### config.mk
export PLATFORM = sky130hd
export DESIGN_NAME = fetch_top
export DESIGN_NICKNAME = d
export VERILOG_FILES = /design/src/bus_pkg.sv /design/src/fetch_pkg.sv /design/src/icache_mem.sv /design/src/icache_ctrl.sv /design/src/fetch_stage.sv /design/src/fetch_top.sv
export SDC_FILE = /design/constraint.sdc
export NUM_CORES = 2
export LEC_CHECK = 0
export BUFFER_PORTS_ARGS = -buffer_cell sky130_fd_sc_hd__buf_2
export CORE_MARGIN = 2
export CORE_UTILIZATION = 60
export DETAILED_ROUTE_END_ITERATION = 8
export HOLD_SLACK_MARGIN = 0.15
export PLACE_DENSITY = 0.84
export SETUP_SLACK_MARGIN = 0.15
export SYNTH_ARGS = -nofsm -noshare
export SYNTH_HDL_FRONTEND = slang
export SYNTH_SLANG_ARGS = --single-unit
### constraint.sdc
create_clock -name clock -period 30.2 [get_ports clock]
set_input_delay 6.04 -clock clock [delete_from_list [all_inputs] [get_ports clock]]
set_output_delay 6.04 -clock clock [all_outputs]
set_load 0.01 [all_outputs]
### src/bus_pkg.sv
/* Tagged memory bus types, 64-bit address and 64-bit line
   Tag 0 means no transaction in both response and tag fields
   BUS_STORE is defined for completeness and never driven by fetch */
`default_nettype none

package bus_pkg;

  typedef enum logic [1:0] {
    BUS_NONE  = 2'h0,
    BUS_LOAD  = 2'h1,
    BUS_STORE = 2'h2
  } bus_cmd_e;

  typedef logic [3:0] mem_tag_t;  // 0 is reserved for "none"

  // One memory line, filled whole and read back as two instructions
  typedef union packed {
    logic [63:0]      word;
    logic [1:0][31:0] inst;  // inst[0] is the lower address
  } mem_line_u;

  typedef struct packed {
    bus_cmd_e    command;
    logic [63:0] addr;  // 8-byte aligned
  } mem_req_t;

  typedef struct packed {
    mem_tag_t  response;  // Same-cycle accept tag, 0 rejects
    mem_line_u data;
    mem_tag_t  tag;       // Marks the cycle data is valid
  } mem_rsp_t;

endpackage

`default_nettype wire

### src/fetch_pkg.sv
/* Fetch side types, IF/ID packet and cache fill
   Line addresses are pc[63:3], one 64-bit line per address */
`default_nettype none

package fetch_pkg;

  typedef logic [60:0] line_addr_t;

  // IF/ID register contents
  typedef struct packed {
    logic        valid;
    logic [63:0] pc;
    logic [63:0] npc;   // pc + 4
    logic [31:0] inst;
  } fetch_packet_t;

  // Write port into the cache array
  typedef struct packed {
    logic               en;
    line_addr_t         line_addr;
    bus_pkg::mem_line_u data;
  } cache_fill_t;

endpackage

`default_nettype wire

### src/icache_mem.sv
/* Direct-mapped I-cache array, one 64-bit line per entry
   NUM_LINES must be a power of two, at least 2
   Read and hit check are combinational, fills land at the clock edge */
`timescale 1ns/1ns
`default_nettype none

module icache_mem #(
  parameter int NUM_LINES = 32
) (
  input  wire                         clock,
  input  wire                         reset,
  input  wire fetch_pkg::line_addr_t  fetch_line,
  input  wire fetch_pkg::cache_fill_t fill,
  output logic                        rd_hit,
  output bus_pkg::mem_line_u          rd_line
);

  localparam int ADDR_W = $bits(fetch_pkg::line_addr_t);
  localparam int IDX_W  = $clog2(NUM_LINES);
  localparam int TAG_W  = ADDR_W - IDX_W;

  logic [NUM_LINES-1:0] valid;
  logic [TAG_W-1:0]     tags  [NUM_LINES];
  bus_pkg::mem_line_u   lines [NUM_LINES];

  logic [IDX_W-1:0] rd_idx;
  logic [TAG_W-1:0] rd_tag;
  logic [IDX_W-1:0] wr_idx;
  logic [TAG_W-1:0] wr_tag;

  // Index from the low line bits, tag from the rest
  assign rd_idx = fetch_line[IDX_W-1:0];
  assign rd_tag = fetch_line[ADDR_W-1:IDX_W];
  assign wr_idx = fill.line_addr[IDX_W-1:0];
  assign wr_tag = fill.line_addr[ADDR_W-1:IDX_W];

  assign rd_hit  = valid[rd_idx] && (tags[rd_idx] == rd_tag);
  assign rd_line = lines[rd_idx];

  always_ff @(posedge clock) begin
    if (reset) begin
      valid <= '0;                  // Cold cache
    end else if (fill.en) begin
      valid[wr_idx] <= 1'b1;
    end
  end

  always_ff @(posedge clock) begin
    if (fill.en) begin
      tags[wr_idx]  <= wr_tag;
      lines[wr_idx] <= fill.data;
    end
  end

  // Miss controller must be quiet for the whole reset window
  a_no_fill_in_reset: assert property (
    @(posedge clock) reset |-> (fill.en !== 1'b1)
  ) else $error("icache_mem: fill written during reset");

endmodule

`default_nettype wire

### src/icache_ctrl.sv
/* I-cache miss controller, one outstanding load at a time
   Rejected loads (response 0) are offered again the next cycle
   A fill in flight completes even if fetch has moved elsewhere */
`timescale 1ns/1ns
`default_nettype none

module icache_ctrl (
  input  wire                         clock,
  input  wire                         reset,
  input  wire fetch_pkg::line_addr_t  fetch_line,
  input  wire                         rd_hit,
  input  wire bus_pkg::mem_rsp_t      mem_rsp,
  output bus_pkg::mem_req_t           mem_req,
  output fetch_pkg::cache_fill_t      fill
);

  typedef enum logic [1:0] {
    IDLE    = 2'h0,
    REQUEST = 2'h1,
    WAIT    = 2'h2
  } state_e;

  state_e                state;
  state_e                state_next;
  fetch_pkg::line_addr_t miss_line;  // Line being fetched
  bus_pkg::mem_tag_t     miss_tag;   // Tag handed back on accept
  logic                  accepted;
  logic                  tag_match;

  assign accepted  = (state == REQUEST) && (mem_rsp.response != '0);
  assign tag_match = (state == WAIT) && (mem_rsp.tag == miss_tag);

  //////////////////////////////
  // Next state
  //////////////////////////////
  always_comb begin
    state_next = state;
    case (state)
      IDLE: begin
        if (!rd_hit) begin
          state_next = REQUEST;
        end
      end
      REQUEST: begin
        if (accepted) begin
          state_next = WAIT;
        end
      end
      WAIT: begin
        if (tag_match) begin
          state_next = IDLE;
        end
      end
      default: state_next = IDLE;
    endcase
  end

  always_ff @(posedge clock) begin
    if (reset) begin
      state <= IDLE;
    end else begin
      state <= state_next;
    end
  end

  always_ff @(posedge clock) begin
    if (state == IDLE && !rd_hit) begin
      miss_line <= fetch_line;       // Held until the fill
    end
    if (accepted) begin
      miss_tag <= mem_rsp.response;
    end
  end

  //////////////////////////////
  // Bus and fill outputs
  //////////////////////////////
  always_comb begin
    mem_req.command = (state == REQUEST) ? bus_pkg::BUS_LOAD : bus_pkg::BUS_NONE;
    mem_req.addr    = {miss_line, 3'b000};
    fill.en         = tag_match;     // Written at this edge, hit next cycle
    fill.line_addr  = miss_line;
    fill.data       = mem_rsp.data;
  end

  // An accepted load is not offered again before its data returns
  a_load_only_in_request: assert property (
    @(posedge clock) disable iff (reset)
    accepted |=> (mem_req.command != bus_pkg::BUS_LOAD) until fill.en
  ) else $error("icache_ctrl: load offered while one is outstanding");

  a_no_store: assert property (
    @(posedge clock) disable iff (reset)
    mem_req.command != bus_pkg::BUS_STORE
  ) else $error("icache_ctrl: store on instruction bus");

  // Fill closes the miss, so the FSM is idle right after
  a_fill_in_wait: assert property (
    @(posedge clock) disable iff (reset)
    fill.en |-> (state == WAIT) ##1 (state == IDLE)
  ) else $error("icache_ctrl: fill outside WAIT");

endmodule

`default_nettype wire

### src/fetch_stage.sv
/* Program counter and IF/ID register
   take_branch wins over get_next_inst, targets must be 4-byte aligned
   Packet holds on stall, valid drops on a miss */
`timescale 1ns/1ns
`default_nettype none

module fetch_stage (
  input  wire                      clock,
  input  wire                      reset,
  input  wire                      get_next_inst,
  input  wire                      take_branch,
  input  wire [63:0]               branch_target,
  input  wire                      rd_hit,
  input  wire bus_pkg::mem_line_u  rd_line,
  output fetch_pkg::line_addr_t    fetch_line,
  output fetch_pkg::fetch_packet_t fetch_out
);

  logic [63:0] pc;
  logic [63:0] pc_plus4;
  logic [31:0] inst;

  assign pc_plus4   = pc + 64'd4;
  assign fetch_line = pc[63:3];
  assign inst       = rd_line.inst[pc[2]];  // Half of the line for this pc

  //////////////////////////////
  // PC and IF/ID register
  //////////////////////////////
  always_ff @(posedge clock) begin
    if (reset) begin
      pc              <= '0;
      fetch_out.valid <= 1'b0;
    end else if (take_branch) begin
      pc              <= branch_target;    // Redirect, drop what we had
      fetch_out.valid <= 1'b0;
    end else if (get_next_inst) begin
      if (rd_hit) begin
        fetch_out.valid <= 1'b1;
        fetch_out.pc    <= pc;
        fetch_out.npc   <= pc_plus4;
        fetch_out.inst  <= inst;
        pc              <= pc_plus4;
      end else begin
        // Miss, wait for the fill with pc held
        fetch_out.valid <= 1'b0;
      end
    end
  end

  a_branch_aligned: assert property (
    @(posedge clock) disable iff (reset)
    take_branch |-> (branch_target[1:0] == 2'b00)
  ) else $error("fetch_stage: unaligned branch target %h", branch_target);

endmodule

`default_nettype wire

### src/fetch_top.sv
/* Instruction fetch front end, instances and wiring only
   The instruction side owns the memory bus, no data-side arbitration
   NUM_LINES sets the I-cache depth, power of two */
`timescale 1ns/1ns
`default_nettype none

module fetch_top #(
  parameter int NUM_LINES = 32
) (
  input  wire                      clock,
  input  wire                      reset,
  input  wire                      get_next_inst,
  input  wire                      take_branch,
  input  wire [63:0]               branch_target,
  input  wire bus_pkg::mem_rsp_t   mem_rsp,
  output bus_pkg::mem_req_t        mem_req,
  output fetch_pkg::fetch_packet_t fetch_out
);

  fetch_pkg::line_addr_t  fetch_line;  // Line of the current pc
  logic                   rd_hit;
  bus_pkg::mem_line_u     rd_line;
  fetch_pkg::cache_fill_t fill;

  //////////////////////////////
  // Cache array
  //////////////////////////////
  icache_mem #(
    .NUM_LINES (NUM_LINES)
  ) icache_mem_i (
    .clock      (clock),
    .reset      (reset),
    .fetch_line (fetch_line),
    .fill       (fill),
    .rd_hit     (rd_hit),
    .rd_line    (rd_line)
  );

  icache_ctrl icache_ctrl_i (
    .clock      (clock),
    .reset      (reset),
    .fetch_line (fetch_line),
    .rd_hit     (rd_hit),
    .mem_rsp    (mem_rsp),
    .mem_req    (mem_req),
    .fill       (fill)
  );

  //////////////////////////////
  // PC and IF/ID
  //////////////////////////////
  fetch_stage fetch_stage_i (
    .clock         (clock),
    .reset         (reset),
    .get_next_inst (get_next_inst),
    .take_branch   (take_branch),
    .branch_target (branch_target),
    .rd_hit        (rd_hit),
    .rd_line       (rd_line),
    .fetch_line    (fetch_line),
    .fetch_out     (fetch_out)
  );

endmodule

`default_nettype wire

==> impl_summary.txt <==
----------------------------------------------------
[Critical path]
  Crit-path max cell delay ... 1.00 ns
  Kind of capture point of the worst setup path ... flip-flop
  Crit. Startpoint ... mem_rsp[3]
  Crit Path Category ... primary input to flip-flop
  Data required, critical path ... 30.80 ns
  Crit start category ... primary input
  Arrival time at the worst endpoint ... 11.23 ns
  Category of cells accounting for the largest share of critical-path delay ... simple AND/OR/NAND/NOR gates
  R2R Setup Slk ... 22.00 ns
  Largest driver fanout on the critical path ... 51
  Cell breakdown of the critical path ... buf_2 > xnor2_1 > nand4_1 > nor3b_1 > nand2_1 > inv_1 > nand3_1 > nor2_4 > buf_4 > buf_4
  Buffers and inverters on the worst path ... 4
  Crit path max-delay cell type ... sky130_fd_sc_hd__nor2_4
  Most used cell, CP ... sky130_fd_sc_hd__buf_4

[Route]
  Mean number of vias per cell ... ~7.5
  First DRT Iteration DRCs ... roughly 17k
  Routed WL ... between 500 and 600 mm
  DRC viols ... 0
  Number of nets with antenna violations after routing ... 0
  Routed wirelength normalized by instance count ... 44.18 um
  Overall via count from detail_route ... between 80k and 90k
  Total iterations of the first detailed-routing run ... 8

[Hold path]
  Startpoint of the worst hold path ... fetch_stage_i.pc[0]
  Worst min path class ... flip-flop to flip-flop

[Clock tree]
  Post-CTS setup-driven buffer insertion count ... 0
  Total number of H-tree levels ... 5
  Number of hold-repair buffers added at the cts stage ... 0
  Skew-Pair Late Insertion Delay ... 1.03 ns
  TritonCTS clock tree ... built
  Worst-path clk slew ... 0.06 ns
  TritonCTS buffer count ... roughly 390
  CTS resizes ... 0
  Clock sink count ... approximately 4.2k
  Longest Clk Path Bufs ... 4
  Master cell of the clock root buffer ... sky130_fd_sc_hd__clkbuf_16

[Pwr]
  Power density normalized to cell area ... 68.96 nW/um^2
  Relative contribution of combinational cells to total power ... 6.3%
  Fraction of power consumed by the clock network ... 40.7%
  Sequential share of power ... 53.0%
  Leakage Power ... 55.46 nW
  Internal Power ... 9.429 mW
  Net switching power of the design ... 2.885 mW
  Switch share ... 23.43%
  Maximum resistive drop on vdd ... 0.07689 mV

[Timing]
  Slew at the pin with the worst max-slew slack ... 1.566 ns
  Time the final worst path needs with I/O delays and setup ... 10.64 ns
  Setup TNS ... 0 ns
  Number of pins exceeding their max-slew limit in the final report ... 2
  Count of endpoints failing setup in the final report ... 0
  Fin crit share ... 35.22%
  Headroom to the max-slew limit ... -5.333%
  Maximum clock skew at final layout ... 0.1124 ns
  Timing-limited maximum frequency ... approximately 94 MHz
  Hold violation total from the final report ... 0
  Unrepaired setup endpoints after global routing ... no

[Global routing]
  Overall Global Routing Usage ... 37.82%
  Total gr overflow ... 0
  Number of global-route vias before repair ... between 80k and 90k
  Initial antenna violation count ... 60
  Global-route wire length before repair ... roughly 700 mm
  Pin count of the biggest net entering global routing ... ~160

[Finish]
  Fillcell total ... between 10k and 15k
  Commonest cells after routing, fill and taps aside ... sky130_fd_sc_hd__edfxtp_1 (4063), sky130_fd_sc_hd__mux4_2 (1032), sky130_fd_sc_hd__clkbuf_16 (396), sky130_fd_sc_hd__buf_2 (361), sky130_fd_sc_hd__mux2i_1 (205)
  Most common cell after layout, fill and taps aside ... sky130_fd_sc_hd__edfxtp_1
  Final core area utilization ... 67.48%
  Area Growth Syn to Fin ... 12.01%
  Post-route non-filler standard cell count ... 11.54k
  Final net count ... ~7.8k
  Fraction of final layout cells sized beyond drive strength 1 ... 28.49%

[Floorplan]
  Die footprint ... 269800 um^2
  Die width ... 519.5 um
  Starting utilization of the core area ... between 60% and 70%
  Number of standard-cell rows in the floorplan ... 189
  Count of pins on the block boundary ... 367
  Height of the chip ... 519.5 um
  Area of the core ... about 260000 um^2

[Logic synthesis]
  Share of synthesized area occupied by flip-flops and latches ... 77.84%
  Mean instance size in the synthesized netlist ... 22.53 um^2
  Synthesized instance count ... 7075
  Number of distinct standard cells referenced by the synthesized netlist ... 84
  Primary FF master, synth ... sky130_fd_sc_hd__edfxtp_1
  Count of flip-flops with a built-in enable after synthesis ... 4063
  Synthesis warning total ... 0
  Post-synthesis cell area ... about 160000 um^2
  Register bit total from synthesis ... 4167
  Fraction of registers with async set or reset after synthesis ... 0%

[Place]
  Placer Congestion ... 0.9376
  Port Buf Inserts ... around 360
  Post-detailed-placement half-perimeter wirelength ... 267.4 mm
  Placed cell count ... between 10k and 15k

[Run status]
  Run status ... finished with violations
  Violations in the final reports ... max-capacitance violations, max-slew violations

[Flow run]
  Max cap viols ... 1

----------------------------------------------------
-- stage by stage --
stage / power [mW] / setup slack (ns) / instance area [um^2] / hold slack (ns)
after floorplan: 7.016 / 7.523 / 159400 / 0.4076
after global placement: 7.342 / 18.94 / 165800 / 0.4170
after detailed placement: 7.375 / 18.86 / 165800 / 0.4319
after CTS: 12.27 / 19.78 / 178500 / 0.4463
after global routing: 12.49 / 19.68 / 178500 / 0.4610
final: 12.31 / 19.56 / 178600 / 0.4490
-- per-layer routing --
metal | track usage, % | vias up | part of all wire (%)
li1 | - | 31040 | -
met1 | 46.40 | 43490 | 29
met2 | 61.04 | 9469 | 48
met3 | 9.085 | 2067 | 14
met4 | 24.12 | 42 | 8.4
met5 | 0 | - | 0.060
-- flip-flops by register name, indices dropped and copies added, names as in the netlist, named ones only --
register and flops:
icache_ctrl_i.miss_line 61, icache_ctrl_i.state 2, icache_mem_i.lines 2048, icache_ctrl_i.miss_tag 4
fetch_stage_i.fetch_out 159, fetch_stage_i.pc 64, icache_mem_i.valid 32, icache_mem_i.tags 1792
-- worst paths after layout --
check	to	depth (start not counted)
setup / recovery	icache_mem_i.lines[31][62]	10
hold / removal	fetch_stage_i.fetch_out[32]	0
setup reg to reg	fetch_stage_i.fetch_out[39]	12
hold reg to reg	fetch_stage_i.fetch_out[32]	0
-- synthesized netlist by cell type (all sizes together) (5+ instances only) --
library cell | count | area (um^2)
a211oi | 9 | 72.57
a21o | 5 | 37.54
a21oi | 43 | 215.2
a221oi | 14 | 147.6
a22o | 13 | 113.9
a22oi | 95 | 713.2
a31oi | 5 | 31.28
a32oi | 8 | 70.07
and2 | 12 | 75.07
and3 | 18 | 112.6
and4 | 9 | 78.83
buf | 211 | 1311
clkbuf | 173 | 649.4
dfxtp | 104 | 2082
edfxtp | 4063 | 122000
inv | 34 | 127.6
mux2 | 24 | 270.3
mux2i | 205 | 2052
mux4 | 1032 | 23240
nand2 | 183 | 686.9
nand2b | 50 | 312.8
nand3 | 67 | 340.3
nand3b | 46 | 345.3
nand4 | 30 | 187.7
nor2 | 145 | 546.8
nor2b | 19 | 121.4
nor3 | 25 | 130.1
nor3b | 8 | 60.06
nor4 | 38 | 244.0
o211ai | 11 | 82.58
o21a | 22 | 165.2
o21ai | 31 | 155.1
o21ba | 7 | 70.07
o221ai | 35 | 306.5
o22ai | 75 | 469.2
or2 | 6 | 37.53
or3 | 5 | 31.28
or3b | 8 | 70.07
xnor2 | 91 | 797.0
xor2 | 45 | 394.1
-- power by group through the flow --
stage	clock [mW]	sequential (mW)	combinational [mW]
final	5.01	6.52	0.780
after global routing	5.18	6.52	0.786
after CTS	5.00	6.52	0.752
after detailed placement	0	6.64	0.730
after global placement	0	6.64	0.702
after floorplan	0	6.65	0.365
-- final cells by class --
type	count	area [um^2]	share of cell area, %
flip-flops and latches	4167	124100	69.51
multi-input cells	2490	33520	18.77
clock buffers	478	10280	5.756
well taps	3533	4420	2.476
repair buffers	577	3616	2.025
clock inverters	232	2399	1.343
inverters	37	148.9	0.08339
diodes	27	67.56	0.03784
-- cell families (layout without fill, tap and decap cells) --
kind of cell / count (synthesis) / after routing / share of synthesized area, %
flip-flops: 4167 / 4167 / 77.84
multiplexers: 1261 / 1261 / 16.04
AND/OR/NAND/NOR: 683 / 683 / 2.200
buffers and inverters: 421 / 1324 / 1.317
AO/OA/AOI/OAI: 405 / 405 / 1.848
XOR/XNOR: 136 / 136 / 0.7472
adder cells (fa/ha/maj): 1 / 1 / 0.007847
other: 1 / 31 / 0.002352
(Power assumes the default switching activity.)
